**config.mk**
```make
export PLATFORM = sky130hd
export DESIGN_NAME = uart_tx
export DESIGN_NICKNAME = d
export VERILOG_FILES = /design/src/soc_pkg.sv /design/src/uart_tx.sv
export SDC_FILE = /design/constraint.sdc
export NUM_CORES = 1
export LEC_CHECK = 0
export BUFFER_PORTS_ARGS = -buffer_cell sky130_fd_sc_hd__buf_2
export CAP_MARGIN = 20
export CORE_MARGIN = 10
export CORE_UTILIZATION = 24
export CTS_BUF_LIST = sky130_fd_sc_hd__clkbuf_2
export DETAILED_ROUTE_END_ITERATION = 8
export PLACE_DENSITY = 0.4
export SYNTH_ARGS = -nofsm -noshare
export SYNTH_HDL_FRONTEND = slang
export SYNTH_SLANG_ARGS = --single-unit
```
**constraint.sdc**
```tcl
create_clock -name clk -period 1.87 [get_ports clk]
set_input_delay 0.0935 -clock clk [delete_from_list [all_inputs] [get_ports clk]]
set_output_delay 0.0935 -clock clk [all_outputs]
set_load 0.02 [all_outputs]
```
**src/soc_pkg.sv**
```systemverilog
`default_nettype none

package soc_pkg;

    // ----------------------------------------------------------------------
    // Bus and UART field types
    // ----------------------------------------------------------------------
    typedef logic [31:0] addr_t;    // HADDR
    typedef logic [31:0] data_t;    // HWDATA / HRDATA
    typedef logic [1:0]  trans_t;   // HTRANS
    typedef logic [2:0]  size_t;    // HSIZE, 0 byte 1 half 2 word
    typedef logic [7:0]  byte_t;    // One UART character
    typedef logic [15:0] div_t;     // Clocks per UART bit

    localparam trans_t HTRANS_IDLE   = 2'b00;
    localparam trans_t HTRANS_NONSEQ = 2'b10;   // Only single transfers used

    // Slot number lives in haddr[15:12]
    localparam logic [3:0] SLOT_SRAM = 4'd0;
    localparam logic [3:0] SLOT_GPIO = 4'd1;
    localparam logic [3:0] SLOT_UART = 4'd2;

    localparam int SRAM_WORDS = 1024;
    localparam int SRAM_IDX_W = $clog2(SRAM_WORDS);     // Word index from haddr[11:2]

    // Register offsets, haddr[3:0]
    localparam logic [3:0] GPIO_OUT_OFS  = 4'h0;
    localparam logic [3:0] GPIO_OE_OFS   = 4'h4;
    localparam logic [3:0] GPIO_IN_OFS   = 4'h8;
    localparam logic [3:0] UART_TX_OFS   = 4'h0;
    localparam logic [3:0] UART_RX_OFS   = 4'h4;
    localparam logic [3:0] UART_STAT_OFS = 4'h8;
    localparam logic [3:0] UART_DIV_OFS  = 4'hC;

    localparam div_t UART_DIV_RESET = 16'd16;

endpackage

`default_nettype wire

```
**src/uart_tx.sv**
```systemverilog
`default_nettype none

module uart_tx
(
    input  logic            clk,
    input  logic            RSTn,
    input  logic            i_start,
    input  soc_pkg::byte_t  i_byte,
    input  soc_pkg::div_t   i_div,
    output logic            o_busy,
    output logic            o_txd
);
    import soc_pkg::*;

    logic [9:0] shreg;      // {stop, data[7:0], start}, LSB on the line
    logic [3:0] bit_cnt;
    div_t       div_cnt;
    logic       bit_end;

    assign bit_end = (div_cnt == div_t'(i_div - 16'd1));
    assign o_txd   = shreg[0];          // Line idles high

    always_ff @(posedge clk or negedge RSTn)
    begin
        if (!RSTn)
        begin
            shreg   <= '1;
            bit_cnt <= '0;
            div_cnt <= '0;
            o_busy  <= 1'b0;
        end
        else if (!o_busy)
        begin
            if (i_start)
            begin
                shreg   <= {1'b1, i_byte, 1'b0};
                bit_cnt <= '0;
                div_cnt <= '0;
                o_busy  <= 1'b1;
            end
        end
        else if (bit_end)
        begin
            div_cnt <= '0;
            shreg   <= {1'b1, shreg[9:1]};  // Back-fill ones
            bit_cnt <= bit_cnt + 4'd1;
            if (bit_cnt == 4'd9)            // Stop bit done
                o_busy <= 1'b0;
        end
        else
            div_cnt <= div_cnt + 16'd1;
    end

endmodule

`default_nettype wire

```
==> results.md <==
* Status: finished with violations
* Failing checks: setup timing
* Flop-to-flop setup slack at -0.33 ns
* Critical path startpoint category: register
* Top-area cell type share of the netlist area at 23.1%
* Core Area at 9240 um2
* Worst-path fanout max at 7
* Buf+Inv Stages, Crit Path at 3
* Peak Freq at 455 MHz
* Final ANT Viol Nets at 0
* Die area at 13,800 um2
* Final setup fails at 30
* Worst Path Arrival at 2.42 ns
* Clk_lat worst skew at 0.37 ns
* Critical Path, Cell by Cell: xor2_4 -> buf_6 -> nand4_1 -> a211oi_2 -> o32ai_2 -> nand4b_4 -> buf_6 -> clkbuf_16 -> nand3b_1 -> o21ai_1
* Fin crit share at 117%
* Die width at 117 um
* Die Span Y at 117 um
* Dpl ws at -0.648 ns
* Synth area leader: dfrtp_1
* Cell row count at 35
* CTS Sinks at 30
* Cell variety after synth at 52
* Hold EP: shreg[7]$_DFFE_PN1P_
* Setup Skew at 0.0369 ns
* Post-synth EDFFs at 0
* Synth Cell Area at 2270 um2
* Worst Max-Slew Pin Slew at 0.727 ns
* Inserted Diodes at 0
* Worst Hold Depth at 3
* Max-slew violations at 0
* Crit path top cell by count: buf_6
* CTS tree: yes
* Final Hold Fails at 0
* Placer congestion estimate at 0.761
* Stages on worst setup path at 10
* Worst path max stage delay at 0.50 ns
* Post-Syn Nets at 285
* Delay-heaviest family, CP: compound AO/OA/AOI/OAI gates
* Post-synth top flop: dfrtp_1
* GRT overflow at 0
* Reg2Reg Capture Point: div_cnt[0]$_DFFE_PN0P_
* Routed WL per cell at 14.0 um
* HPWL Detailed at 5060 um
* Critical-path top delay cell: dfrtp_2
* Pin count of the biggest net entering global routing at 31
* Post-route cell area at 3290 um2
* Hold path start: i_byte[6]
* Starting Density at 24.6%
* Pwr/cell area at 854 nW/um2
* Async set-reset flop share out of synthesis at 100%
* Worst path required time at 2.10 ns
* Htree depth at 2
* Layout Nets at 378
* Clock buffer depth at 2
* Post-synthesis sequential area ratio at 33.5%
* Routed WL at 6700 um
* I/O pin cnt at 29
* Worst setup margin at -0.326 ns
* GRT Util Overall at 9.31%
* CTS Buf Count at 5
* Layout cells sized above 1 at 36.8%
* Initial antenna violation count at 0
* Max Cap Viol at 0
* Worst rel slew slack at 51.5%
* Synth Register Bits at 30
* Top cells by area, synth: dfrtp_1 (23%), dfstp_2 (10%), xor2_1 (8.5%)
* Peak VDD IR at 0.271 mV
* Synth Warn # at 0
* Synth Area per Inst at 8.96 um2
* Drc violations at 0
* PortBufs at 28
* Period minus WS final at 2.20 ns
* Vias post-DR at 2,164
* Reg2Reg Depth at 10
* LEAKAGE at 1.49 nW
* WS Path Type: reg2reg
* RR Startpoint: div_cnt[6]$_DFFE_PN0P_
* RSZ-0062 raised after global routing: true
* Mapped Cells at 254
* Vias/cell at 4.54
* Root buffer cell: clkbuf_2
* 1st-pass router iterations at 4
* Min-Delay Path Class: in2reg
* Area Overhead vs Synth at 44.6%
* Clk slew on worst S/H paths at 0.16 ns
* Dpl cell area at 3010 um2
* First DRT Iteration DRCs at 88
* Wire length of the first global-routing pass at 11,000 um
* Number of global-route vias before repair at 2,163
* Worst setup EP type: register
## flip-flops by register name (all words and copies together), names as in the netlist
signal	count
bit_cnt	4
div_cnt	16
o_busy	1
shreg	9
## area by class of cell
class,instances,area [um2]
Clock buffer,6,30.0
Clock inverter,2,33.8
Fill cell,979,5950
Tap cell,129,161
Multi-Input combinational cell,202,1510
Timing Repair Buffer,100,756
Sequential cell,30,763
Inverter,8,32.5
## report_power, final
group          switching [mW]  internal, mW
sequential              0.174         0.839
combinational           0.603         0.728
clock                   0.238         0.229
## per-stage QoR
| stage | utilization (%) | instances | total power [mW] | setup TNS (ns) | hold slack (ns) |
|---|---|---|---|---|---|
| floorplan | - | 254 | 1.69 | -8.59 | -0.202 |
| global placement | 32.5 | 458 | 2.23 | -15.97 | 0.193 |
| detailed placement | 32.5 | 458 | 2.25 | -16.82 | 0.197 |
| CTS | 34.4 | 473 | 2.78 | -6.39 | 0.0157 |
| global route | 35.6 | 477 | 3.04 | -11.23 | 0.0160 |
| finish | 35.6 | 477 | 2.81 | -7.77 | 0.0508 |
## logic make-up after synthesis
family / share of synthesized area [%]
adders and majority gates: 2.20
muxes: 6.22
and+or+nand+nor: 29.8
buffers and inverters: 4.40
AOI/OAI and AO/OA: 10.8
DFF: 33.5
xor gates and xnor gates: 13.1
## what timing repair did
| action | 4_1_cts | 5_1_grt |
|---|---|---|
| pin swaps | 5 | 7 |
| setup endpoints to repair | 30 | 30 |
| hold endpoints to repair | 27 | 0 |
| cloned | 0 | 1 |
| gates resized for setup | 8 | 11 |
| hold buffers | 7 | 0 |
| buffers inserted | 0 | 3 |
## worst min-delay path: cells and delay by family
kind | cells | cell delay (ns)
compound gates | 1 | 0.08
buf+inv | 1 | 0.10
mux | 1 | 0.13
## worst max path at each step
stage                            from                endpoint
2_1_floorplan                i_div[0]  bit_cnt[0]$_DFFE_PN0P_
3_3_place_gp                 i_div[1]  bit_cnt[0]$_DFFE_PN0P_
3_5_place_dp                 i_div[1]    shreg[1]$_DFFE_PN1P_
4_1_cts        div_cnt[4]$_DFFE_PN0P_  div_cnt[1]$_DFFE_PN0P_
5_1_grt        div_cnt[6]$_DFFE_PN0P_    shreg[4]$_DFFE_PN1P_
6_report       div_cnt[6]$_DFFE_PN0P_  div_cnt[0]$_DFFE_PN0P_
## placed cells by master (no fill, tap or decap), types with 2 or more instances in the layout
cell            n
a211oi_2        2
a21oi_1         9
a31oi_1         3
a32o_1          2
a32oi_1         2
and3_1          4
buf_12          2
buf_2          28
buf_4          58
buf_6           4
clkbuf_2        6
dfrtp_1        20
dfstp_2         9
dlygate4sd3_1   7
ha_1            3
inv_1           7
mux2i_1        13
nand2_1        14
nand2b_1       10
nand3_1        17
nand3b_1        6
nand4_1         9
nor2_1         26
nor3_1          4
nor3b_1         2
nor4_1          3
nor4_4          2
nor4b_2         2
o211ai_1        2
o21ai_1         3
or3_1           7
xnor2_1        10
xnor2_2         2
xor2_1         21
## synthesized netlist by cell type, types with 2 or more instances
master / number
a21oi_1: 9
buf_6: 2
o21ai_0: 3
xnor2_1: 12
a31oi_1: 3
and3_1: 4
clkbuf_1: 9
buf_2: 2
a32o_1: 2
a211oi_1: 3
nand3b_1: 6
dfstp_2: 9
nor4_1: 3
xor2_1: 22
nor3_1: 4
a32oi_1: 2
ha_1: 4
dfrtp_1: 21
nor3b_1: 3
or3_1: 7
mux2i_1: 13
nand3_1: 17
o211ai_1: 2
nand2_1: 14
nand2b_1: 10
inv_1: 8
nor4_4: 2
nand4_1: 9
nor2_1: 26
## metal layers
layer / vias up / share of wire, % / GRT usage, %
li1: 1100 / - / -
met1: 1022 / 49 / 12.3
met2: 33 / 47 / 15.0
met3: 9 / 2.8 / 1.87
met4: 0 / 1.1 / 2.35
met5: - / 0 / 0
(Power assumes the default switching activity.)
