File: src/soc_pkg.sv
`default_nettype none

package soc_pkg;

    // ----------------------------------------------------------------------
    // Bus and UART field types
    // ----------------------------------------------------------------------
    typedef logic [31:0] addr_t;    // HADDR
    typedef logic [31:0] data_t;    // HWDATA / HRDATA
    typedef logic [1:0]  trans_t;   // HTRANS
    typedef logic [2:0]  size_t;    // HSIZE, 0 byte 1 half 2 word
    typedef logic [7:0]  byte_t;    // One UART character
    typedef logic [15:0] div_t;     // Clocks per UART bit

    localparam trans_t HTRANS_IDLE   = 2'b00;
    localparam trans_t HTRANS_NONSEQ = 2'b10;   // Only single transfers used

    // Slot number lives in haddr[15:12]
    localparam logic [3:0] SLOT_SRAM = 4'd0;
    localparam logic [3:0] SLOT_GPIO = 4'd1;
    localparam logic [3:0] SLOT_UART = 4'd2;

    localparam int SRAM_WORDS = 1024;
    localparam int SRAM_IDX_W = $clog2(SRAM_WORDS);     // Word index from haddr[11:2]

    // Register offsets, haddr[3:0]
    localparam logic [3:0] GPIO_OUT_OFS  = 4'h0;
    localparam logic [3:0] GPIO_OE_OFS   = 4'h4;
    localparam logic [3:0] GPIO_IN_OFS   = 4'h8;
    localparam logic [3:0] UART_TX_OFS   = 4'h0;
    localparam logic [3:0] UART_RX_OFS   = 4'h4;
    localparam logic [3:0] UART_STAT_OFS = 4'h8;
    localparam logic [3:0] UART_DIV_OFS  = 4'hC;

    localparam div_t UART_DIV_RESET = 16'd16;

endpackage

`default_nettype wire

File: src/uart_rx.sv
`default_nettype none

module uart_rx
(
    input  logic            clk,
    input  logic            RSTn,
    input  logic            i_rxd,
    input  soc_pkg::div_t   i_div,
    output logic            o_done,
    output soc_pkg::byte_t  o_byte
);
    import soc_pkg::*;

    typedef enum logic [1:0] {RX_IDLE, RX_START, RX_DATA, RX_STOP} rx_state_t;

    rx_state_t  state;
    logic       rxd_meta, rxd_sync, rxd_prev;
    div_t       cnt;
    div_t       half_div;
    logic [2:0] bit_cnt;
    byte_t      shreg;
    logic       full_hit;   // One bit time elapsed
    logic       half_hit;   // Middle of start bit

    assign half_div = i_div >> 1;
    assign full_hit = (cnt == div_t'(i_div - 16'd1));
    assign half_hit = (cnt == div_t'(half_div - 16'd1));

    always_ff @(posedge clk or negedge RSTn)
    begin
        if (!RSTn)
        begin
            rxd_meta <= 1'b1;
            rxd_sync <= 1'b1;
            rxd_prev <= 1'b1;
        end
        else
        begin
            rxd_meta <= i_rxd;
            rxd_sync <= rxd_meta;
            rxd_prev <= rxd_sync;      // For edge detect
        end
    end

    // ----------------------------------------------------------------------
    // Frame FSM
    // ----------------------------------------------------------------------
    always_ff @(posedge clk or negedge RSTn)
    begin
        if (!RSTn)
        begin
            state   <= RX_IDLE;
            cnt     <= '0;
            bit_cnt <= '0;
            o_done  <= 1'b0;
        end
        else
        begin
            o_done <= 1'b0;
            cnt    <= cnt + 16'd1;
            case (state)
                RX_IDLE:
                begin
                    cnt <= '0;
                    if (rxd_prev && !rxd_sync)
                        state <= RX_START;
                end
                RX_START:
                    if (half_hit)
                    begin
                        cnt     <= '0;
                        bit_cnt <= '0;
                        state   <= rxd_sync ? RX_IDLE : RX_DATA;   // Glitch rejected
                    end
                RX_DATA:
                    if (full_hit)
                    begin
                        cnt     <= '0;
                        bit_cnt <= bit_cnt + 3'd1;
                        if (bit_cnt == 3'd7)
                            state <= RX_STOP;
                    end
                default:
                    if (full_hit)
                    begin
                        state  <= RX_IDLE;
                        o_done <= rxd_sync;     // Bad stop bit drops the frame
                    end
            endcase
        end
    end

    // Data path, LSB first
    always_ff @(posedge clk)
    begin
        if ((state == RX_DATA) && full_hit)
            shreg <= {rxd_sync, shreg[7:1]};
        if ((state == RX_STOP) && full_hit && rxd_sync)
            o_byte <= shreg;
    end

endmodule

`default_nettype wire

File: config.mk
export PLATFORM = sky130hd
export DESIGN_NAME = uart_rx
export DESIGN_NICKNAME = d
export VERILOG_FILES = /design/src/soc_pkg.sv /design/src/uart_rx.sv
export SDC_FILE = /design/constraint.sdc
export NUM_CORES = 1
export LEC_CHECK = 0
export ABC_AREA = 1
export BUFFER_PORTS_ARGS = -buffer_cell sky130_fd_sc_hd__clkbuf_2
export CAP_MARGIN = 40
export CORE_MARGIN = 4
export CORE_UTILIZATION = 52
export CTS_CLUSTER_DIAMETER = 200
export DETAILED_ROUTE_END_ITERATION = 8
export PLACE_DENSITY = 0.7
export SYNTH_ARGS = -nofsm -noshare
export SYNTH_HDL_FRONTEND = slang
export SYNTH_SLANG_ARGS = --single-unit
File: constraint.sdc
create_clock -name clk -period 3.2 [get_ports clk]
set_input_delay 0.64 -clock clk [delete_from_list [all_inputs] [get_ports clk]]
set_output_delay 0.64 -clock clk [all_outputs]
set_load 0.01 [all_outputs]
==> results.yml <==
run_status:
  status: "complete, no violations"
route:
  viasPerCell: 5.04
  num_vias: 2474
  drtAntennaViolNets: 0
  drc: 0
  wl_per_cell_um: 13.0
  drt-initial-drc-count: 129
  dr.pass1.iters: 4
  routed_wl_um: 6400
yosys:
  synth.avg_cell_area_um2: 7.47
  ys_types: 33
  ys_seq_area_frac: 0.380
  synth_top_area_frac: 0.189
  netlist_area_um2: 2920
  synth_top_cell_by_area: "dfrtp_1"
  ys_top_cells_by_area: "dfrtp_1, edfxtp_1, nand2_1"
  syn-num-nets: 415
  ys_ff_latch: 41
  synth_warnings: 0
  syn_inst: 391
floorplan:
  die_width_um: 82.9
  start_util: 0.533
  die_y_um: 82.9
  core_area_um2: 5470
  fp.dieArea_um2: 6880
  placementRows: 27
  ios: 28
worst_setup_path:
  crit_chain: "clkbuf_2 > inv_1 > ha_1 > nand2_2 > inv_1 > nor2_1 > nor2_1 > nand2_1 > nor2_1 > nand2_1 > nor2_2 > nand3_1 > inv_1"
  slowest_stage: "ha_1"
  rr_endpoint: "shreg[3]$_DFFE_PP_"
  crit_arrival_ns: 2.51
  critical-path-top-delay-family: "simple AND/OR/NAND/NOR gates"
  cp-start-kind: "input pin"
  worstRegToRegCells: 12
  cp_max_fo: 8
  cp_data_required_time_ns: 3.17
  cp_slowest_stage_delay_ns: 0.28
  worstPathBufferInverterCount: 4
  rr_startpoint: "cnt[0]$_DFF_PN0_"
  r2r_slack_ns: 1.01
  endpoint_kind: "flop"
  worstSetupPathType: "input pin to flop"
layout:
  fill_cells: 513
  fin_util: 0.587
  n_antenna_cell: 0
  layout_commonest_cell: "nand2_1"
  mostFrequentLayoutCells: "nand2_1, nor2_1, inv_1"
  area_delta_synth_final_pct: 10.0
  fin_nets: 442
  drive_gt1_frac: 0.160
worst_hold_path:
  hp-class: "input pin to asynchronous set/reset pin"
sta:
  maxSlewViolCount: 0
  max_freq_mhz: 393
  skew_ns: 0.00520
  rsz0062_at_grt: "false"
  worstMarginPinSlew_ns: 0.592
  finalSetupTns_ns: 0
  fin_crit_ns: 2.55
  fin_crit_sh: 0.796
  slew_headroom: 0.606
  setup_viol: 0
  final_hold_viol_count: 0
  finalWorstSetupSlack_ns: 0.653
cts:
  clock_latency_ns: 0.29
  htreeDepth: 2
  cts_resized: 0
  cts_tree: "done"
  cts_hold_buf: 0
  cts_setup_buffers: 0
  cts_buffers: 5
  cts_buffer_depth: 2
  cts_root_buf: "clkbuf_8"
  clock_sinks: 41
  path_clk_slew_ns: 0.07
place:
  detailedPlace.worstSlack_ns: 0.382
  place_hpwl_um: 5270
  portBuffers: 27
  routabilityCongestion: 0.905
power:
  p_total_mw: 1.45
  vdd_ir_drop_max_v: 0.000374
  power.leakage_nw: 1.52
  powerDensity_nw_per_um2: 451
job:
  max_cap_viol_count: 0
grt:
  antenna_found_initial: 0
  grt_pass1_wl_um: 10800
  grt_usage: 0.191
  first_global_vias: 2339
  grt-ovfl-total: 0
  grt_max_degree: 26
power by group:
part | switching [mW] | total [mW] | internal (mW)
combinational | 0.271 | 0.415 | 0.144
sequential | 0.0480 | 0.638 | 0.590
clock | 0.167 | 0.397 | 0.229
total | 0.487 | 1.45 | 0.963
synthesized netlist by cell type, drive strengths merged:
library cell  number
nand3             25
a31oi             12
nor2              58
nand2            133
dfrtp             22
ha                 5
xnor3              1
clkbuf             4
or2                2
o31ai              1
xor2              24
inv               42
edfxtp            16
buf                5
dfstp              3
o21ai              7
xnor2              8
nand3b             6
o32ai              1
and2               2
nand4             11
nor3               3
worst reg2reg max path, stage by stage, from the launching register on:
cell and delay, ns:
dfrtp_1 0.46, inv_1 0.12, nand2_1 0.08, nand2_1 0.04, nor2_1 0.12, nand2_1 0.06, nor2_1 0.10, nand2_1 0.07
nor2_1 0.10, nand2_1 0.07, nor2_2 0.19, nand3_1 0.17, inv_1 0.28
layer usage:
metal / global-route usage / share of wire
met5: 0 / 0
met4: 0.0817 / 0.033
met3: 0.0337 / 0.041
met2: 0.305 / 0.46
met1: 0.254 / 0.46
sequential cells by signal (all words and copies together), names as in the netlist:
name / count
shreg: 8
cnt: 16
bit_cnt: 3
rxd_prev: 1
o_byte: 8
o_done: 1
state: 2
rxd_meta: 1
rxd_sync: 1
final cells by class:
| cell class | count | area (um^2) | area share |
|---|---|---|---|
| Inverter | 42 | 158 | 0.0491 |
| Tap cell | 72 | 90.1 | 0.0280 |
| Clock buffer | 5 | 68.8 | 0.0214 |
| Clock inverter | 3 | 41.3 | 0.0129 |
| Sequential cell | 41 | 1110 | 0.346 |
| Timing Repair Buffer | 29 | 150 | 0.0467 |
| Multi-Input combinational cell | 299 | 1590 | 0.496 |
per-stage QoR:
step | cell area (um^2) | std cells | hold slack [ns]
6_report | 3210 | 491 | 0.337
5_1_grt | 3210 | 491 | 0.367
4_1_cts | 3210 | 491 | 0.354
3_5_place_dp | 3100 | 483 | 0.349
3_3_place_gp | 3100 | 483 | 0.350
2_1_floorplan | 2920 | 391 | 0.344
how the worst max path moves through the flow:
stage | to | startpoint | cells past startpoint
2_1_floorplan | o_byte[0]$_DFFE_PP_ | i_div[1] | 12
3_3_place_gp | shreg[4]$_DFFE_PP_ | i_div[1] | 14
3_5_place_dp | shreg[5]$_DFFE_PP_ | i_div[1] | 13
4_1_cts | shreg[4]$_DFFE_PP_ | i_div[1] | 13
5_1_grt | shreg[0]$_DFFE_PP_ | i_div[1] | 13
6_report | shreg[3]$_DFFE_PP_ | i_div[1] | 13
cells by family after synthesis:
| kind of cell | Yosys count | share of synthesized area |
|---|---|---|
| AO/OA/AOI/OAI | 21 | 0.0433 |
| XOR/XNOR | 33 | 0.104 |
| adder cells (fa/ha/maj) | 5 | 0.0214 |
| buffers and inverters | 51 | 0.0737 |
| flip-flops | 41 | 0.380 |
| AND/OR/NAND/NOR | 240 | 0.378 |
No activity file was read; power rests on OpenSTA's default activity.
