## src/soc_pkg.sv

```systemverilog
`default_nettype none

package soc_pkg;

    // ----------------------------------------------------------------------
    // Bus and UART field types
    // ----------------------------------------------------------------------
    typedef logic [31:0] addr_t;    // HADDR
    typedef logic [31:0] data_t;    // HWDATA / HRDATA
    typedef logic [1:0]  trans_t;   // HTRANS
    typedef logic [2:0]  size_t;    // HSIZE, 0 byte 1 half 2 word
    typedef logic [7:0]  byte_t;    // One UART character
    typedef logic [15:0] div_t;     // Clocks per UART bit

    localparam trans_t HTRANS_IDLE   = 2'b00;
    localparam trans_t HTRANS_NONSEQ = 2'b10;   // Only single transfers used

    // Slot number lives in haddr[15:12]
    localparam logic [3:0] SLOT_SRAM = 4'd0;
    localparam logic [3:0] SLOT_GPIO = 4'd1;
    localparam logic [3:0] SLOT_UART = 4'd2;

    localparam int SRAM_WORDS = 1024;
    localparam int SRAM_IDX_W = $clog2(SRAM_WORDS);     // Word index from haddr[11:2]

    // Register offsets, haddr[3:0]
    localparam logic [3:0] GPIO_OUT_OFS  = 4'h0;
    localparam logic [3:0] GPIO_OE_OFS   = 4'h4;
    localparam logic [3:0] GPIO_IN_OFS   = 4'h8;
    localparam logic [3:0] UART_TX_OFS   = 4'h0;
    localparam logic [3:0] UART_RX_OFS   = 4'h4;
    localparam logic [3:0] UART_STAT_OFS = 4'h8;
    localparam logic [3:0] UART_DIV_OFS  = 4'hC;

    localparam div_t UART_DIV_RESET = 16'd16;

endpackage

`default_nettype wire

```

## src/ahb_if.sv

```systemverilog
`default_nettype none

interface ahb_if;
    import soc_pkg::*;

    // Address phase, from the decoder
    logic   hsel;
    addr_t  haddr;
    trans_t htrans;
    logic   hwrite;
    size_t  hsize;
    data_t  hwdata;         // Data phase write data
    logic   hready;         // Bus ready, same for every slave

    // Response, from the slave
    data_t  hrdata;
    logic   hreadyout;
    logic   hresp;          // 1 = error

    modport decoder
    (
        output hsel, haddr, htrans, hwrite, hsize, hwdata, hready,
        input  hrdata, hreadyout, hresp
    );

    modport slave
    (
        input  hsel, haddr, htrans, hwrite, hsize, hwdata, hready,
        output hrdata, hreadyout, hresp
    );

endinterface

`default_nettype wire

```

## src/ahb_decoder.sv

```systemverilog
`default_nettype none

module ahb_decoder
(
    input  logic            clk,
    input  logic            RSTn,
    input  logic            i_hsel,
    input  soc_pkg::addr_t  i_haddr,
    input  soc_pkg::trans_t i_htrans,
    input  logic            i_hwrite,
    input  soc_pkg::size_t  i_hsize,
    input  soc_pkg::data_t  i_hwdata,
    output logic            o_hready,
    output soc_pkg::data_t  o_hrdata,
    output logic            o_hresp,
    ahb_if.decoder          m_sram,
    ahb_if.decoder          m_gpio,
    ahb_if.decoder          m_uart
);
    import soc_pkg::*;

    typedef enum logic [1:0] {ERR_IDLE, ERR_FIRST, ERR_SECOND} err_state_t;

    err_state_t err_state;
    logic [3:0] a_slot;         // Address-phase slot
    logic [3:0] d_slot;         // Data-phase slot
    logic       d_valid;        // Mapped transfer in data phase
    logic       a_mapped;
    logic       accept;
    logic       sel_sram, sel_gpio, sel_uart;
    logic       ready_mux, resp_mux;

    assign a_slot   = i_haddr[15:12];
    assign a_mapped = (a_slot == SLOT_SRAM) || (a_slot == SLOT_GPIO) || (a_slot == SLOT_UART);
    assign accept   = i_hsel && (i_htrans == HTRANS_NONSEQ) && o_hready;

    assign sel_sram = i_hsel && (a_slot == SLOT_SRAM);
    assign sel_gpio = i_hsel && (a_slot == SLOT_GPIO);
    assign sel_uart = i_hsel && (a_slot == SLOT_UART);

    // ----------------------------------------------------------------------
    // Address-phase fan-out, only hsel/htrans differ per slave
    // ----------------------------------------------------------------------
    assign m_sram.hsel   = sel_sram;
    assign m_sram.htrans = sel_sram ? i_htrans : HTRANS_IDLE;
    assign m_sram.haddr  = i_haddr;
    assign m_sram.hwrite = i_hwrite;
    assign m_sram.hsize  = i_hsize;
    assign m_sram.hwdata = i_hwdata;
    assign m_sram.hready = o_hready;

    assign m_gpio.hsel   = sel_gpio;
    assign m_gpio.htrans = sel_gpio ? i_htrans : HTRANS_IDLE;
    assign m_gpio.haddr  = i_haddr;
    assign m_gpio.hwrite = i_hwrite;
    assign m_gpio.hsize  = i_hsize;
    assign m_gpio.hwdata = i_hwdata;
    assign m_gpio.hready = o_hready;

    assign m_uart.hsel   = sel_uart;
    assign m_uart.htrans = sel_uart ? i_htrans : HTRANS_IDLE;
    assign m_uart.haddr  = i_haddr;
    assign m_uart.hwrite = i_hwrite;
    assign m_uart.hsize  = i_hsize;
    assign m_uart.hwdata = i_hwdata;
    assign m_uart.hready = o_hready;

    // Data-phase slot, advances only when the bus is ready
    always_ff @(posedge clk or negedge RSTn)
    begin
        if (!RSTn)
        begin
            d_valid <= 1'b0;
            d_slot  <= SLOT_SRAM;
        end
        else if (o_hready)
        begin
            d_valid <= accept && a_mapped;
            d_slot  <= a_slot;
        end
    end

    // Default slave: two-cycle error for unmapped slots
    always_ff @(posedge clk or negedge RSTn)
    begin
        if (!RSTn)
            err_state <= ERR_IDLE;
        else
        begin
            case (err_state)
                ERR_FIRST: err_state <= ERR_SECOND;     // hready low this cycle
                default:   err_state <= (accept && !a_mapped) ? ERR_FIRST : ERR_IDLE;
            endcase
        end
    end

    // ----------------------------------------------------------------------
    // Response multiplexer
    // ----------------------------------------------------------------------
    always_comb
    begin
        o_hrdata  = '0;
        ready_mux = 1'b1;       // Idle bus is ready
        resp_mux  = 1'b0;
        if (d_valid)
        begin
            case (d_slot)
                SLOT_SRAM:
                begin
                    o_hrdata  = m_sram.hrdata;
                    ready_mux = m_sram.hreadyout;
                    resp_mux  = m_sram.hresp;
                end
                SLOT_GPIO:
                begin
                    o_hrdata  = m_gpio.hrdata;
                    ready_mux = m_gpio.hreadyout;
                    resp_mux  = m_gpio.hresp;
                end
                default:
                begin
                    o_hrdata  = m_uart.hrdata;
                    ready_mux = m_uart.hreadyout;
                    resp_mux  = m_uart.hresp;
                end
            endcase
        end
    end

    assign o_hready = (err_state == ERR_FIRST) ? 1'b0 : ready_mux;
    assign o_hresp  = (err_state != ERR_IDLE) || resp_mux;

endmodule

`default_nettype wire

```

## src/flat_wrapper.sv

```systemverilog
// flat-port wrapper written by rule: the top's interface ports become plain ports
module ahb_decoder_flat import soc_pkg::*;
  (clk, RSTn, i_hsel, i_haddr, i_htrans, i_hwrite, i_hsize, i_hwdata, o_hready, o_hrdata, o_hresp, m_sram_hsel, m_sram_haddr, m_sram_htrans, m_sram_hwrite, m_sram_hsize, m_sram_hwdata, m_sram_hready, m_sram_hrdata, m_sram_hreadyout, m_sram_hresp, m_gpio_hsel, m_gpio_haddr, m_gpio_htrans, m_gpio_hwrite, m_gpio_hsize, m_gpio_hwdata, m_gpio_hready, m_gpio_hrdata, m_gpio_hreadyout, m_gpio_hresp, m_uart_hsel, m_uart_haddr, m_uart_htrans, m_uart_hwrite, m_uart_hsize, m_uart_hwdata, m_uart_hready, m_uart_hrdata, m_uart_hreadyout, m_uart_hresp);
  ahb_if m_sram_i ();
  ahb_if m_gpio_i ();
  ahb_if m_uart_i ();
  input  logic clk;
  input  logic RSTn;
  input  logic i_hsel;
  input  soc_pkg::addr_t i_haddr;
  input  soc_pkg::trans_t i_htrans;
  input  logic i_hwrite;
  input  soc_pkg::size_t i_hsize;
  input  soc_pkg::data_t i_hwdata;
  output logic o_hready;
  output soc_pkg::data_t o_hrdata;
  output logic o_hresp;
  output wire logic [$bits(m_sram_i.hsel)-1:0] m_sram_hsel;
  output wire logic [$bits(m_sram_i.haddr)-1:0] m_sram_haddr;
  output wire logic [$bits(m_sram_i.htrans)-1:0] m_sram_htrans;
  output wire logic [$bits(m_sram_i.hwrite)-1:0] m_sram_hwrite;
  output wire logic [$bits(m_sram_i.hsize)-1:0] m_sram_hsize;
  output wire logic [$bits(m_sram_i.hwdata)-1:0] m_sram_hwdata;
  output wire logic [$bits(m_sram_i.hready)-1:0] m_sram_hready;
  input wire logic [$bits(m_sram_i.hrdata)-1:0] m_sram_hrdata;
  input wire logic [$bits(m_sram_i.hreadyout)-1:0] m_sram_hreadyout;
  input wire logic [$bits(m_sram_i.hresp)-1:0] m_sram_hresp;
  output wire logic [$bits(m_gpio_i.hsel)-1:0] m_gpio_hsel;
  output wire logic [$bits(m_gpio_i.haddr)-1:0] m_gpio_haddr;
  output wire logic [$bits(m_gpio_i.htrans)-1:0] m_gpio_htrans;
  output wire logic [$bits(m_gpio_i.hwrite)-1:0] m_gpio_hwrite;
  output wire logic [$bits(m_gpio_i.hsize)-1:0] m_gpio_hsize;
  output wire logic [$bits(m_gpio_i.hwdata)-1:0] m_gpio_hwdata;
  output wire logic [$bits(m_gpio_i.hready)-1:0] m_gpio_hready;
  input wire logic [$bits(m_gpio_i.hrdata)-1:0] m_gpio_hrdata;
  input wire logic [$bits(m_gpio_i.hreadyout)-1:0] m_gpio_hreadyout;
  input wire logic [$bits(m_gpio_i.hresp)-1:0] m_gpio_hresp;
  output wire logic [$bits(m_uart_i.hsel)-1:0] m_uart_hsel;
  output wire logic [$bits(m_uart_i.haddr)-1:0] m_uart_haddr;
  output wire logic [$bits(m_uart_i.htrans)-1:0] m_uart_htrans;
  output wire logic [$bits(m_uart_i.hwrite)-1:0] m_uart_hwrite;
  output wire logic [$bits(m_uart_i.hsize)-1:0] m_uart_hsize;
  output wire logic [$bits(m_uart_i.hwdata)-1:0] m_uart_hwdata;
  output wire logic [$bits(m_uart_i.hready)-1:0] m_uart_hready;
  input wire logic [$bits(m_uart_i.hrdata)-1:0] m_uart_hrdata;
  input wire logic [$bits(m_uart_i.hreadyout)-1:0] m_uart_hreadyout;
  input wire logic [$bits(m_uart_i.hresp)-1:0] m_uart_hresp;
  assign m_sram_hsel = m_sram_i.hsel;
  assign m_sram_haddr = m_sram_i.haddr;
  assign m_sram_htrans = m_sram_i.htrans;
  assign m_sram_hwrite = m_sram_i.hwrite;
  assign m_sram_hsize = m_sram_i.hsize;
  assign m_sram_hwdata = m_sram_i.hwdata;
  assign m_sram_hready = m_sram_i.hready;
  assign m_sram_i.hrdata = m_sram_hrdata;
  assign m_sram_i.hreadyout = m_sram_hreadyout;
  assign m_sram_i.hresp = m_sram_hresp;
  assign m_gpio_hsel = m_gpio_i.hsel;
  assign m_gpio_haddr = m_gpio_i.haddr;
  assign m_gpio_htrans = m_gpio_i.htrans;
  assign m_gpio_hwrite = m_gpio_i.hwrite;
  assign m_gpio_hsize = m_gpio_i.hsize;
  assign m_gpio_hwdata = m_gpio_i.hwdata;
  assign m_gpio_hready = m_gpio_i.hready;
  assign m_gpio_i.hrdata = m_gpio_hrdata;
  assign m_gpio_i.hreadyout = m_gpio_hreadyout;
  assign m_gpio_i.hresp = m_gpio_hresp;
  assign m_uart_hsel = m_uart_i.hsel;
  assign m_uart_haddr = m_uart_i.haddr;
  assign m_uart_htrans = m_uart_i.htrans;
  assign m_uart_hwrite = m_uart_i.hwrite;
  assign m_uart_hsize = m_uart_i.hsize;
  assign m_uart_hwdata = m_uart_i.hwdata;
  assign m_uart_hready = m_uart_i.hready;
  assign m_uart_i.hrdata = m_uart_hrdata;
  assign m_uart_i.hreadyout = m_uart_hreadyout;
  assign m_uart_i.hresp = m_uart_hresp;
  ahb_decoder u_core (.clk(clk), .RSTn(RSTn), .i_hsel(i_hsel), .i_haddr(i_haddr), .i_htrans(i_htrans), .i_hwrite(i_hwrite), .i_hsize(i_hsize), .i_hwdata(i_hwdata), .o_hready(o_hready), .o_hrdata(o_hrdata), .o_hresp(o_hresp), .m_sram(m_sram_i), .m_gpio(m_gpio_i), .m_uart(m_uart_i));
endmodule
```

## config.mk

```make
export PLATFORM = sky130hd
export DESIGN_NAME = ahb_decoder_flat
export DESIGN_NICKNAME = d
export VERILOG_FILES = /design/src/soc_pkg.sv /design/src/ahb_if.sv /design/src/ahb_decoder.sv /design/src/flat_wrapper.sv
export SDC_FILE = /design/constraint.sdc
export NUM_CORES = 1
export LEC_CHECK = 0
export BUFFER_PORTS_ARGS = -buffer_cell sky130_fd_sc_hd__buf_4
export CAP_MARGIN = 40
export CORE_AREA = 4 4 162 164
export DETAILED_ROUTE_END_ITERATION = 16
export DIE_AREA = 0 0 166 168
export GPL_TIMING_DRIVEN = 0
export PLACE_DENSITY = 0.37
export SYNTH_ARGS = -nofsm -noshare
export SYNTH_HDL_FRONTEND = slang
export SYNTH_SLANG_ARGS = --single-unit
```

## constraint.sdc

```tcl
create_clock -name clk -period 3.1 [get_ports clk]
set_clock_uncertainty 0.15 [all_clocks]
set_input_delay 0 -clock clk [delete_from_list [all_inputs] [get_ports clk]]
set_output_delay 0 -clock clk [all_outputs]
set_load 0.01 [all_outputs]
```

==> impl_metrics.ini <==
[run_status]
status = finished, final reports clean

[final_layout]
n_antenna_cell = 0
final_util_pct = 24.3
multi_input_comb_area_um2 = 957
drive_gt1_share_pct = 79.7
stdcell_area_um2 = 6050
area.growth.synth_to_final_pct = 116
n_fill_cell = 2762
regArea_um2 = 175
nets = 914

[clocking]
clock-sinks = 7
clock_latency_ns = 0.23
clock_path_buffers = 2
cts_tree = yes
cts_root_buf = clkbuf_16
htree_levels = 1
clk_pin_slew_ns = 0.04
numCtsBuffers = 3

[logic_synthesis]
synth_area_um2 = 2800
yosys.cell_count.top_type = buf_4
syn_area_per_cell_um2 = 7.60
synthesis.nets = 543
synthArstFlopShare_pct = 100
synth_edf_count = 0
yosysUniqueCellTypes = 32
ys_ff_latch = 7
synth_cells = 368
synth.area.top_cells = buf_4 57%, mux2i_1 12%, a211oi_1 8.9%
synth-seq-area-share_pct = 6.26
yosysTopAreaCell = buf_4
ys.flop_type = dfrtp_1
synth.top_cell.area_share_pct = 56.9
yosys_warnings = 0
synth_common_cells = 212 x buf_4, 38 x nor2_1, 33 x a211oi_1, 33 x mux2i_1, 7 x dfrtp_1

[global_routing]
antenna_found_initial = 0
grt-ovfl-total = 0
grt_pass1_wl_um = 22800
first_global_vias = 3646
grt_max_degree = 11
grt_usage_pct = 10.4

[sta]
setup_tns_ns = 0
hold_viol = 0
setup_ws_ns = 1.02
fmax_mhz = 481
setup_viol = 0
period_minus_slack_ns = 2.08
finalCritPeriodShare_pct = 67.1
slew_headroom_pct = 55.0
tightest_slew_ns = 0.675
final_max_slew_viol_count = 0
rsz0062_at_grt = false

[power]
max-vdd-ir-drop_mv = 0.129
finalPower_uw = 1170
power.density_nw_per_um2 = 194
p_leak_uw = 0.00338

[critical_path]
r2r_setup_slack_ns = 1.58
r2r_end = u_core.d_slot[1]$_DFFE_PN0P_
worstReg2RegStart = u_core.d_slot[1]$_DFFE_PN0P_
path_delay_family = simple AND/OR/NAND/NOR gates
cp_slowest_cell = or3_4
path_cells = or3_4, o211a_1, nor2_1, buf_4, buf_4
r2r_cells = 3
cpMostUsedCell = buf_4
path_class = reg -> out
slowest_delay_ns = 0.44
crit_fanout = 4
worstPathRequired_ns = 2.95
cp_data_arrival_time_ns = 1.93
start_kind = flip-flop
end_kind = output port
crit_buf_inv = 2

[routing]
routedWlPerCell_um = 15.0
ant_nets = 0
met1_length_um = 5690
routed_wl_um = 16000
vias_per_cell = 3.27
dr_wl_met2_um = 8880
drc = 0
drt_first_pass_iters = 4
dr_wl_met3_um = 1410
via_count = 3489
dr.first_iter.drc_count = 50
top_layer = met4

[placement]
finalWeightedCongestion = 0.763
hpwlAfterDp_um = 14400
placed_cell_area_um2 = 5910
pre_cts_slack_ns = 1.26
port_buffers = 360

[worst_hold_path]
hold_end = m_gpio_hwdata[30]
min_path_type = in -> out
worstHoldStart = i_hwdata[30]
hold_depth = 2

[run]
max-cap-violations = 0

[die]
die_area_um2 = 27900
fp.dieH_um = 168
die_x_um = 166
start_util_pct = 11.2
rows = 58
design.core.area_um2 = 24900
io_pins = 425
==> report_power, final <==
part	leakage, uW	internal, uW	switching [uW]
Sequential	0.0000881	99.1	7.29
Clock	0.0000382	171	48.6
Combinational	0.00325	517	329
Total	0.00338	788	385
==> placed cells by master (no fill, tap or decap), types with 3 or more instances in the layout <==
cell type / count
buf_4: 572
a32o_1: 3
a211oi_1: 33
dlygate4sd3_1: 6
and2_1: 4
inv_1: 5
dfrtp_1: 7
clkbuf_1: 4
nor2_1: 38
buf_2: 4
mux2i_1: 33
clkbuf_16: 3
==> stage by stage <==
| stage | instances | hold WS (ns) |
|---|---|---|
| after global placement | 1058 | -0.327 |
| after CTS | 1068 | 0.0276 |
| after detailed placement | 1058 | -0.325 |
| after floorplan | 368 | -0.446 |
| after global routing | 1068 | 0.0305 |
| final | 1068 | 0.0268 |
==> kinds of logic after synthesis <==
kind of cell | count (synthesis) | share of synthesized area [%]
buf+inv | 228 | 59.5
simple gates | 54 | 9.53
compound gates | 46 | 12.9
flops | 7 | 6.26
mux | 33 | 11.8
==> registers in the layout (all words and copies together), names as in the netlist <==
register          flops
u_core.d_slot         4
u_core.err_state      2
u_core.d_valid        1
==> worst reg2reg max path: stages (launching register included) <==
cell,delay [ns]
dfrtp_1,0.42
or3_4,0.44
o211ai_2,0.25
a32o_1,0.20
==> per-layer routing <==
metal / global-route usage [%] / up-vias
met5: 0 / -
met4: 0.968 / 0
met2: 20.6 / 219
li1: - / 1761
met3: 3.33 / 4
met1: 11.1 / 1505
==> cell type report <==
class	count	share of cell area [%]
clock buffers	4	1.30
repair buffers	366	45.6
plain buffers	222	27.1
inverters	6	0.372
well taps	330	6.82
multi-input cells	133	15.8
flip-flops and latches	7	2.89
==> worst max path at each step <==
stage                            startpoint            end  slack [ns]  cells after the start
6_report       u_core.d_slot[1]$_DFFE_PN0P_  m_sram_hready        1.02                      5
5_1_grt          u_core.d_valid$_DFFE_PN0P_    o_hrdata[8]        0.88                      4
4_1_cts        u_core.d_slot[1]$_DFFE_PN0P_   o_hrdata[11]        1.00                      6
3_5_place_dp   u_core.d_slot[1]$_DFFE_PN0P_       o_hready        1.26                      5
3_3_place_gp     u_core.d_valid$_DFFE_PN0P_    o_hrdata[8]        1.21                      4
2_1_floorplan  u_core.d_slot[1]$_DFFE_PN0P_  m_sram_hready        1.43                      4
==> repair_timing <==
item	in CTS	in global routing
setup endpoints to repair	0	0
hold endpoints to repair	11	0
buffers inserted	0	0
resized for setup	0	0
hold buffers	6	0
Note: power is estimated with default switching activity, not from simulation.
