**config.mk**
```make
export PLATFORM = sky130hd
export DESIGN_NAME = uart_regs_flat
export DESIGN_NICKNAME = d
export VERILOG_FILES = /design/src/soc_pkg.sv /design/src/ahb_if.sv /design/src/uart_regs.sv /design/src/flat_wrapper.sv
export SDC_FILE = /design/constraint.sdc
export NUM_CORES = 1
export LEC_CHECK = 0
export ABC_AREA = 0
export BUFFER_PORTS_ARGS = -buffer_cell sky130_fd_sc_hd__buf_4
export CELL_PAD_IN_SITES_DETAIL_PLACEMENT = 0
export CELL_PAD_IN_SITES_GLOBAL_PLACEMENT = 1
export CORE_MARGIN = 1.5
export CORE_UTILIZATION = 26
export DETAILED_ROUTE_END_ITERATION = 12
export PLACE_DENSITY = 0.77
export SLEW_MARGIN = 30
export SYNTH_ARGS = -nofsm -noshare
export SYNTH_HDL_FRONTEND = slang
export SYNTH_SLANG_ARGS = --single-unit
```
**constraint.sdc**
```tcl
create_clock -name clk -period 1.7 [get_ports clk]
set_input_delay 0.17 -clock clk [delete_from_list [all_inputs] [get_ports clk]]
set_output_delay 0.17 -clock clk [all_outputs]
set_load 0.01 [all_outputs]
```
**src/soc_pkg.sv**
```systemverilog
`default_nettype none

package soc_pkg;

    // ----------------------------------------------------------------------
    // Bus and UART field types
    // ----------------------------------------------------------------------
    typedef logic [31:0] addr_t;    // HADDR
    typedef logic [31:0] data_t;    // HWDATA / HRDATA
    typedef logic [1:0]  trans_t;   // HTRANS
    typedef logic [2:0]  size_t;    // HSIZE, 0 byte 1 half 2 word
    typedef logic [7:0]  byte_t;    // One UART character
    typedef logic [15:0] div_t;     // Clocks per UART bit

    localparam trans_t HTRANS_IDLE   = 2'b00;
    localparam trans_t HTRANS_NONSEQ = 2'b10;   // Only single transfers used

    // Slot number lives in haddr[15:12]
    localparam logic [3:0] SLOT_SRAM = 4'd0;
    localparam logic [3:0] SLOT_GPIO = 4'd1;
    localparam logic [3:0] SLOT_UART = 4'd2;

    localparam int SRAM_WORDS = 1024;
    localparam int SRAM_IDX_W = $clog2(SRAM_WORDS);     // Word index from haddr[11:2]

    // Register offsets, haddr[3:0]
    localparam logic [3:0] GPIO_OUT_OFS  = 4'h0;
    localparam logic [3:0] GPIO_OE_OFS   = 4'h4;
    localparam logic [3:0] GPIO_IN_OFS   = 4'h8;
    localparam logic [3:0] UART_TX_OFS   = 4'h0;
    localparam logic [3:0] UART_RX_OFS   = 4'h4;
    localparam logic [3:0] UART_STAT_OFS = 4'h8;
    localparam logic [3:0] UART_DIV_OFS  = 4'hC;

    localparam div_t UART_DIV_RESET = 16'd16;

endpackage

`default_nettype wire

```
**src/ahb_if.sv**
```systemverilog
`default_nettype none

interface ahb_if;
    import soc_pkg::*;

    // Address phase, from the decoder
    logic   hsel;
    addr_t  haddr;
    trans_t htrans;
    logic   hwrite;
    size_t  hsize;
    data_t  hwdata;         // Data phase write data
    logic   hready;         // Bus ready, same for every slave

    // Response, from the slave
    data_t  hrdata;
    logic   hreadyout;
    logic   hresp;          // 1 = error

    modport decoder
    (
        output hsel, haddr, htrans, hwrite, hsize, hwdata, hready,
        input  hrdata, hreadyout, hresp
    );

    modport slave
    (
        input  hsel, haddr, htrans, hwrite, hsize, hwdata, hready,
        output hrdata, hreadyout, hresp
    );

endinterface

`default_nettype wire

```
**src/uart_regs.sv**
```systemverilog
`default_nettype none

module uart_regs
(
    input  logic            clk,
    input  logic            RSTn,
    ahb_if.slave            s_bus,
    output logic            o_tx_start,
    output soc_pkg::byte_t  o_tx_byte,
    output soc_pkg::div_t   o_div,
    input  logic            i_tx_busy,
    input  logic            i_rx_done,
    input  soc_pkg::byte_t  i_rx_byte,
    output logic            o_irq
);
    import soc_pkg::*;

    logic       accept;
    logic       d_active;
    logic       d_write;
    logic [3:0] d_ofs;
    logic       wr_en;      // Data-phase write completes
    logic       rd_en;      // Data-phase read completes
    logic       rx_valid;   // Unread byte in RX
    byte_t      rx_byte;

    assign accept = s_bus.hsel && (s_bus.htrans == HTRANS_NONSEQ) && s_bus.hready;
    assign wr_en  = d_write && s_bus.hready;
    assign rd_en  = d_active && !d_write && s_bus.hready;

    // ----------------------------------------------------------------------
    // Transmit side
    // ----------------------------------------------------------------------
    assign o_tx_start = wr_en && (d_ofs == UART_TX_OFS) && !i_tx_busy;  // Dropped when busy
    assign o_tx_byte  = s_bus.hwdata[7:0];
    assign o_irq      = rx_valid;

    always_ff @(posedge clk or negedge RSTn)
    begin
        if (!RSTn)
        begin
            d_active <= 1'b0;
            d_write  <= 1'b0;
            d_ofs    <= '0;
            o_div    <= UART_DIV_RESET;
            rx_valid <= 1'b0;
        end
        else
        begin
            if (s_bus.hready)
            begin
                d_active <= accept;
                d_write  <= accept && s_bus.hwrite;
                d_ofs    <= s_bus.haddr[3:0];
            end
            if (wr_en && (d_ofs == UART_DIV_OFS))
                o_div <= s_bus.hwdata[15:0];
            // New byte wins over a read in the same cycle
            if (i_rx_done)
                rx_valid <= 1'b1;
            else if (rd_en && (d_ofs == UART_RX_OFS))
                rx_valid <= 1'b0;
        end
    end

    // Receive buffer, overwritten by each new byte
    always_ff @(posedge clk)
    begin
        if (i_rx_done)
            rx_byte <= i_rx_byte;
    end

    always_comb
    begin
        s_bus.hrdata = '0;
        if (d_active)
        begin
            case (d_ofs)
                UART_RX_OFS:   s_bus.hrdata = {24'd0, rx_byte};
                UART_STAT_OFS: s_bus.hrdata = {30'd0, rx_valid, i_tx_busy};
                UART_DIV_OFS:  s_bus.hrdata = {16'd0, o_div};
                default:       s_bus.hrdata = '0;     // TX reads as zero
            endcase
        end
    end

    assign s_bus.hreadyout = 1'b1;
    assign s_bus.hresp     = 1'b0;

endmodule

`default_nettype wire

```
**src/flat_wrapper.sv**
```systemverilog
// flat-port wrapper written by rule: the top's interface ports become plain ports
module uart_regs_flat import soc_pkg::*;
  (clk, RSTn, o_tx_start, o_tx_byte, o_div, i_tx_busy, i_rx_done, i_rx_byte, o_irq, s_bus_hsel, s_bus_haddr, s_bus_htrans, s_bus_hwrite, s_bus_hsize, s_bus_hwdata, s_bus_hready, s_bus_hrdata, s_bus_hreadyout, s_bus_hresp);
  ahb_if s_bus_i ();
  input  logic clk;
  input  logic RSTn;
  output logic o_tx_start;
  output soc_pkg::byte_t o_tx_byte;
  output soc_pkg::div_t o_div;
  input  logic i_tx_busy;
  input  logic i_rx_done;
  input  soc_pkg::byte_t i_rx_byte;
  output logic o_irq;
  input wire logic [$bits(s_bus_i.hsel)-1:0] s_bus_hsel;
  input wire logic [$bits(s_bus_i.haddr)-1:0] s_bus_haddr;
  input wire logic [$bits(s_bus_i.htrans)-1:0] s_bus_htrans;
  input wire logic [$bits(s_bus_i.hwrite)-1:0] s_bus_hwrite;
  input wire logic [$bits(s_bus_i.hsize)-1:0] s_bus_hsize;
  input wire logic [$bits(s_bus_i.hwdata)-1:0] s_bus_hwdata;
  input wire logic [$bits(s_bus_i.hready)-1:0] s_bus_hready;
  output wire logic [$bits(s_bus_i.hrdata)-1:0] s_bus_hrdata;
  output wire logic [$bits(s_bus_i.hreadyout)-1:0] s_bus_hreadyout;
  output wire logic [$bits(s_bus_i.hresp)-1:0] s_bus_hresp;
  assign s_bus_i.hsel = s_bus_hsel;
  assign s_bus_i.haddr = s_bus_haddr;
  assign s_bus_i.htrans = s_bus_htrans;
  assign s_bus_i.hwrite = s_bus_hwrite;
  assign s_bus_i.hsize = s_bus_hsize;
  assign s_bus_i.hwdata = s_bus_hwdata;
  assign s_bus_i.hready = s_bus_hready;
  assign s_bus_hrdata = s_bus_i.hrdata;
  assign s_bus_hreadyout = s_bus_i.hreadyout;
  assign s_bus_hresp = s_bus_i.hresp;
  uart_regs u_core (.clk(clk), .RSTn(RSTn), .s_bus(s_bus_i), .o_tx_start(o_tx_start), .o_tx_byte(o_tx_byte), .o_div(o_div), .i_tx_busy(i_tx_busy), .i_rx_done(i_rx_done), .i_rx_byte(i_rx_byte), .o_irq(o_irq));
endmodule
```
==> results of run 1 <==
-- routing by layer --
metal / share of wire, % / wire length [µm]
met3: 7.3 / 256
met5: 0 / 0
met1: 42 / 1479
met2: 50 / 1750
met4: 0.29 / 10
-- layout by cell type (no fill, tap or decap) --
cell type,n
mux2_2,22
and2b_2,1
buf_4,83
dfstp_2,1
clkbuf_8,7
nand4bb_1,1
dfrtp_1,21
nand3b_1,1
or3b_4,1
or4b_1,1
buf_6,4
o22ai_1,1
nor2_1,5
nor2_4,1
clkbuf_1,1
inv_1,2
conb_1,18
mux2i_1,7
edfxtp_1,8
nand4bb_4,1
nand2_1,2
a21o_1,1
dlygate4sd3_1,1
and2_4,3
and2_1,5
dfrtp_2,1
nor4_1,1
a22oi_1,2
nor2_2,4
-- final cells by class --
class	instances	area [µm²]	share of cell area, %
Clock buffer	8	100.1	4.324
Inverter	2	7.507	0.3243
Multi-Input combinational cell	78	616.8	26.65
Sequential cell	31	818.3	35.35
Tap cell	75	93.84	4.054
Timing Repair Buffer	88	678.2	29.30
-- critical path, delay by kind of cell (launching register included) --
family / cells / cell delay (ps)
and+or+nand+nor: 3 / 630
DFF: 1 / 380
buffers and inverters: 2 / 240
-- what timing repair did --
action / in CTS / in global routing
endpoints found under the setup margin: 8 / 14
endpoints found under the hold margin: 22 / 0
hold buffers: 1 / 0
setup buffers: 3 / 0
gates resized for setup: 3 / 11
pin swaps: 3 / 2
-- worst max-delay path by stage --
stage / startpoint / cells after the start / end / slack, ps
floorplan: u_core.d_ofs[0] / 4 / u_core.o_div[0] / 200
global placement: u_core.d_ofs[1] / 5 / s_bus_hrdata[11] / 100
detailed placement: u_core.d_ofs[1] / 5 / s_bus_hrdata[11] / 80
CTS: u_core.d_ofs[0] / 5 / s_bus_hrdata[9] / -50
global route: u_core.d_ofs[1] / 5 / s_bus_hrdata[8] / -70
finish: u_core.d_ofs[1] / 5 / s_bus_hrdata[10] / 2
-- cell usage after synthesis (2+ instances only) --
cell type  instances
and2_1             8
a22oi_1            2
buf_4             28
dfrtp_1           22
mux2_2            22
inv_1              2
nand2_1            2
edfxtp_1           8
conb_1             2
nor2_1             9
mux2i_1            7
-- registers in the layout, indices dropped and copies added, names as in the netlist --
| register | count |
|---|---|
| u_core.o_div | 16 |
| u_core.rx_byte | 8 |
| u_core.d_ofs | 4 |
| u_core.d_active | 1 |
| u_core.d_write | 1 |
| u_core.o_irq | 1 |
-- power by group --
group	switching [mW]	internal (mW)	leakage, nW
sequential	0.0405	0.826	0.377
clock	0.261	0.369	0.0515
combinational	0.128	0.181	0.722
-- metrics by stage --
stage	setup slack (ps)	utilization, %	cell area (µm²)	hold WS [ps]	cells
global route	-71.19	39.33	2315	46.49	282
global placement	99.50	36.37	2141	89.86	270
finish	2.357	39.33	2315	69.30	282
detailed placement	79.59	36.37	2141	90.57	270
floorplan	200.6	-	1632	-125.6	140
CTS	-54.41	38.78	2282	58.63	282
-- cells by family after synthesis --
family          Yosys count  share of synthesized area [%]
mux                      29                          20.22
flops                    31                          51.99
buf+inv                  31                          14.17
compound gates            4                          1.831
other cells               2                         0.4779
simple gates             27                          11.31
==> flow_metrics.env, run 1 <==
export IMPL_period_needed_ps=1698
export IMPL_drt_iter0_drc=37
export IMPL_synth_edf_count=8
export IMPL_min_path_type="in -> reg"
export IMPL_grt_pass1_vias=1137
export IMPL_holdPathStages=1
export IMPL_clock_latency_ps=270
export IMPL_wl_per_cell_um=12.40
export IMPL_cts_buffers=5
export IMPL_firstDrtPassIters=4
export IMPL_grt_start_max_net_pins=24
export IMPL_numPortBuffers=78
export IMPL_vias_per_cell=4.050
export IMPL_postSynthCellCount=124
export IMPL_r2r_start="u_core.d_ofs[0]"
export IMPL_synth_top_area_share_pct=35.03
export IMPL_fmax_mhz=589.1
export IMPL_yosysSeqAreaShare_pct=51.99
export IMPL_fillers=588
export IMPL_row_count=28
export IMPL_core_area_mm2=0.005886
export IMPL_root_buffer="clkbuf_8"
export IMPL_yosys_area_top_type="dfrtp_1"
export IMPL_grt_util_met3_pct=3.483
export IMPL_r2r_cells=5
export IMPL_gp_congestion=0.6567
export IMPL_nets=290
export IMPL_post_route_drc_count=0
export IMPL_synth_ff_type="dfrtp_1"
export IMPL_status="completed"
export IMPL_cp_end_kind="output pin"
export IMPL_dp_hpwl_mm=2.667
export IMPL_grt_overflow_total=0
export IMPL_async_flop_share_pct=74.19
export IMPL_synth_seq_cells=31
export IMPL_cts_buffer_depth=2
export IMPL_cpPeakStageDelay_ps=420
export IMPL_regToRegSetupSlack_ps=130
export IMPL_cp_required_ps=1530
export IMPL_grt_util_met2_pct=19.75
export IMPL_htreeDepth=2
export IMPL_ir_drop_mv=0.5118
export IMPL_grt_busiest_layer="met2"
export IMPL_finalHoldViolCount=0
export IMPL_io_pins=144
export IMPL_worstPathCellList="or3b_4 > nor2_4 > buf_6 > and2_1 > buf_4"
export IMPL_synth_distinct_cells=23
export IMPL_diodes=0
export IMPL_dieWidth_um=80.75
export IMPL_p_total_mw=1.805
export IMPL_antenna_found_initial=0
export IMPL_grt_pass1_wl_mm=5.395
export IMPL_min_period_over_period_pct=99.86
export IMPL_finalWirelength_mm=3.496
export IMPL_netlist_area_mm2=0.001572
export IMPL_worstSetupPathType="reg -> out"
export IMPL_fin_tns_setup_ps=0
export IMPL_cts_sinks=31
export IMPL_worstHoldStart="i_rx_byte[6]"
export IMPL_synth_area_leaders="dfrtp_1 (35%), mux2_2 (16%), edfxtp_1 (15%), buf_4 (13%), mux2i_1 (4.5%)"
export IMPL_grt_use_total_pct=11.20
export IMPL_num_vias=1142
export IMPL_syn2layout_area_growth_pct=47.29
export IMPL_synth_area_per_cell_um2=12.67
export IMPL_yosysWarnings=0
export IMPL_path_clk_slew_ps=60
export IMPL_powerDensity_mw_per_mm2=779.9
export IMPL_dieArea_mm2=0.006520
export IMPL_finalSetupViolCount=0
export IMPL_use_met1_pct=13.11
export IMPL_initial_utilization_pct=26.70
export IMPL_die_height_um=80.75
export IMPL_maxSlewViolCount=0
export IMPL_rsz0062_at_grt="yes"
export IMPL_hold_end="u_core.rx_byte[6]"
export IMPL_drive_above_1_share_pct=62.32
export IMPL_start_kind="flop"
export IMPL_drtAntennaViolNets=0
export IMPL_cts_tree="done"
export IMPL_cp_max_fo=8
export IMPL_maxCapViolations=0
export IMPL_cp_arrival_ps=1530
export IMPL_fin_skew_ps=3.861
export IMPL_leakagePower_nw=1.150
export IMPL_worstReg2RegEnd="u_core.o_div[8]"
export IMPL_crit_slowest_cell="or3b_4"
Note: power is estimated with default switching activity, not from simulation.
==> run 2, diff against run 1 <==
- PLACE_DENSITY: 0.77 -> 0.81
==> run 2 against run 1 <==
Net effect: count of clock-buffer cells in the layout is 1 lower; the run now ends with negative setup slack left; largest power group unchanged; worst hold slack worse by 8.4 ps; sequential cell count stayed put; first-iteration DRC count is 76% lower; fmax is 1.1% lower; global-route usage is 0.31 points higher; combinational power is 7.5% higher; final cell count is 1.1% higher; final area is 1.7% higher; clock skew is 2.0 ps higher; wire length is 4.7% higher.
==> flow_metrics.env, run 2 (synthesized netlist as in run 1, its figures left out) <==
export IMPL_grt_pass1_vias=1115
export IMPL_cp_depth=5
export IMPL_num_vias=1167
export IMPL_grt_overflow_total=0
export IMPL_finalHoldViolCount=0
export IMPL_worstPathCellList="or3b_4 > nor2_4 > buf_6 > and2_1 > buf_4"
export IMPL_numPortBuffers=78
export IMPL_hold_ws_ps=60.95
export IMPL_p_int_mw=1.345
export IMPL_power_switching_uw=439.1
export IMPL_gp_congestion=0.7503
export IMPL_fmax_mhz=582.3
export IMPL_r2r_start="u_core.d_ofs[0]"
export IMPL_post_route_drc_count=0
export IMPL_min_period_over_period_pct=101.0
export IMPL_cp_top_family="simple AND/OR/NAND/NOR gates"
export IMPL_violations="negative setup slack"
export IMPL_status="finished with violations"
export IMPL_grt_pass1_wl_mm=5.457
export IMPL_cp_arrival_ps=1550
export IMPL_cp_end_kind="output pin"
export IMPL_initial_utilization_pct=26.70
export IMPL_r2r_cells=5
export IMPL_drt_iter0_drc=9
export IMPL_clock_latency_ps=280
export IMPL_finalSetupViolCount=8
export IMPL_path_clk_slew_ps=70
export IMPL_worstSetupPathType="reg -> out"
export IMPL_fin_area_mm2=0.002355
export IMPL_worst_slack_ps=-17.22
export IMPL_cts_buffer_depth=2
export IMPL_endpoint="s_bus_hrdata[9]"
export IMPL_ir_drop_mv=0.3054
export IMPL_maxSlewViolCount=0
export IMPL_rsz0062_at_grt="yes"
export IMPL_most_common_layout_cells="buf_4 (87), mux2_2 (22), dfrtp_1 (20)"
export IMPL_drive_above_1_share_pct=63.81
export IMPL_cp_max_fo=8
export IMPL_regToRegSetupSlack_ps=140
export IMPL_regMostFlops="u_core.o_div"
export IMPL_min_path_type="in -> reg"
export IMPL_largest_reg_flops=16
export IMPL_cp_num_buf_inv=2
export IMPL_row_count=28
export IMPL_cpPeakStageDelay_ps=430
export IMPL_p_total_mw=1.784
export IMPL_dieArea_mm2=0.006520
export IMPL_worstReg2RegEnd="u_core.o_div[14]"
export IMPL_power_frac_comb_pct=18.6
export IMPL_core_area_mm2=0.005886
export IMPL_cts_tree="done"
export IMPL_dieWidth_um=80.75
export IMPL_wl_per_cell_um=12.84
export IMPL_powerDensity_mw_per_mm2=757.7
export IMPL_grt_use_total_pct=11.51
export IMPL_vias_per_cell=4.095
export IMPL_leakagePower_nw=1.161
export IMPL_finalWirelength_mm=3.660
export IMPL_io_pins=144
export IMPL_drtAntennaViolNets=0
export IMPL_start_kind="flop"
export IMPL_cts_sinks=31
export IMPL_fin_tns_setup_ps=-122.8
export IMPL_cp_required_ps=1530
export IMPL_diodes=0
export IMPL_firstDrtPassIters=2
export IMPL_largestRegisters="u_core.o_div: 16 flops, u_core.rx_byte: 8 flops, u_core.d_ofs: 4 flops"
export IMPL_p_sw_share_pct=24.61
export IMPL_p_seq_share_pct=48.7
export IMPL_grt_start_max_net_pins=24
export IMPL_die_height_um=80.75
export IMPL_dp_hpwl_mm=2.717
export IMPL_layout_commonest_cell="buf_4"
export IMPL_clockPowerShare_pct=32.8
export IMPL_crit_slowest_cell="or3b_4"
export IMPL_fin_skew_ps=5.817
export IMPL_htreeDepth=2
export IMPL_crit_start="u_core.d_ofs[1]"
export IMPL_maxCapViolations=0
export IMPL_cts_buffers=5
export IMPL_antenna_found_initial=0
export IMPL_placed_area_mm2=0.002148
export IMPL_post_route_util_pct=40.01
export IMPL_syn2layout_area_growth_pct=49.84
export IMPL_period_needed_ps=1717
export IMPL_nets=293
export IMPL_root_buffer="clkbuf_8"
[run 2: routing by layer]
layer	up-vias	global-route usage (%)	part of all wire, %
met5	-	0	0
met4	0	5.172	1.1
met3	5	3.933	8.8
met2	64	18.74	50
met1	549	13.76	40
li1	549	-	-
[run 2: cell type report]
type | count | area, µm²
clock buffer | 7 | 86.33
clock inverter | 1 | 3.754
fill | 599 | 3531
inverter | 2 | 7.507
multi-input combinational | 78 | 646.9
sequential | 31 | 819.5
tap | 75 | 93.84
timing repair buffer | 91 | 696.9
[run 2: through the flow]
step / worst slack (ps) / cells
6_report: -17.22 / 285
5_1_grt: -95.75 / 285
4_1_cts: -50.67 / 283
3_5_place_dp: 75.58 / 271
3_3_place_gp: 103.2 / 271
2_1_floorplan: 200.6 / 140
[run 2: worst min path at each step]
stage | depth (start not counted) | endpoint | slack, ps | from
2_1_floorplan | 0 | u_core.d_active | -130 | RSTn
6_report | 1 | u_core.rx_byte[7] | 60 | i_rx_byte[7]
5_1_grt | 1 | u_core.rx_byte[5] | 50 | i_rx_byte[5]
3_5_place_dp | 1 | u_core.o_div[2] | 90 | RSTn
3_3_place_gp | 1 | u_core.o_div[0] | 90 | RSTn
4_1_cts | 1 | u_core.rx_byte[7] | 50 | i_rx_byte[7]
[run 2: power groups by stage]
| stage | Clock, mW | Sequential (mW) | Combinational, mW |
|---|---|---|---|
| floorplan | 0 | 0.887 | 0.164 |
| global placement | 0 | 0.880 | 0.295 |
| detailed placement | 0 | 0.884 | 0.299 |
| CTS | 0.617 | 0.868 | 0.312 |
| global route | 0.646 | 0.877 | 0.361 |
| finish | 0.585 | 0.868 | 0.331 |
[run 2: timing repair]
action | in CTS | in global routing
hold buffers | 1 | 0
setup endpoints to repair | 10 | 14
pin swaps | 3 | 1
hold endpoints to repair | 22 | 0
buffers inserted | 3 | 2
resized for setup | 4 | 13
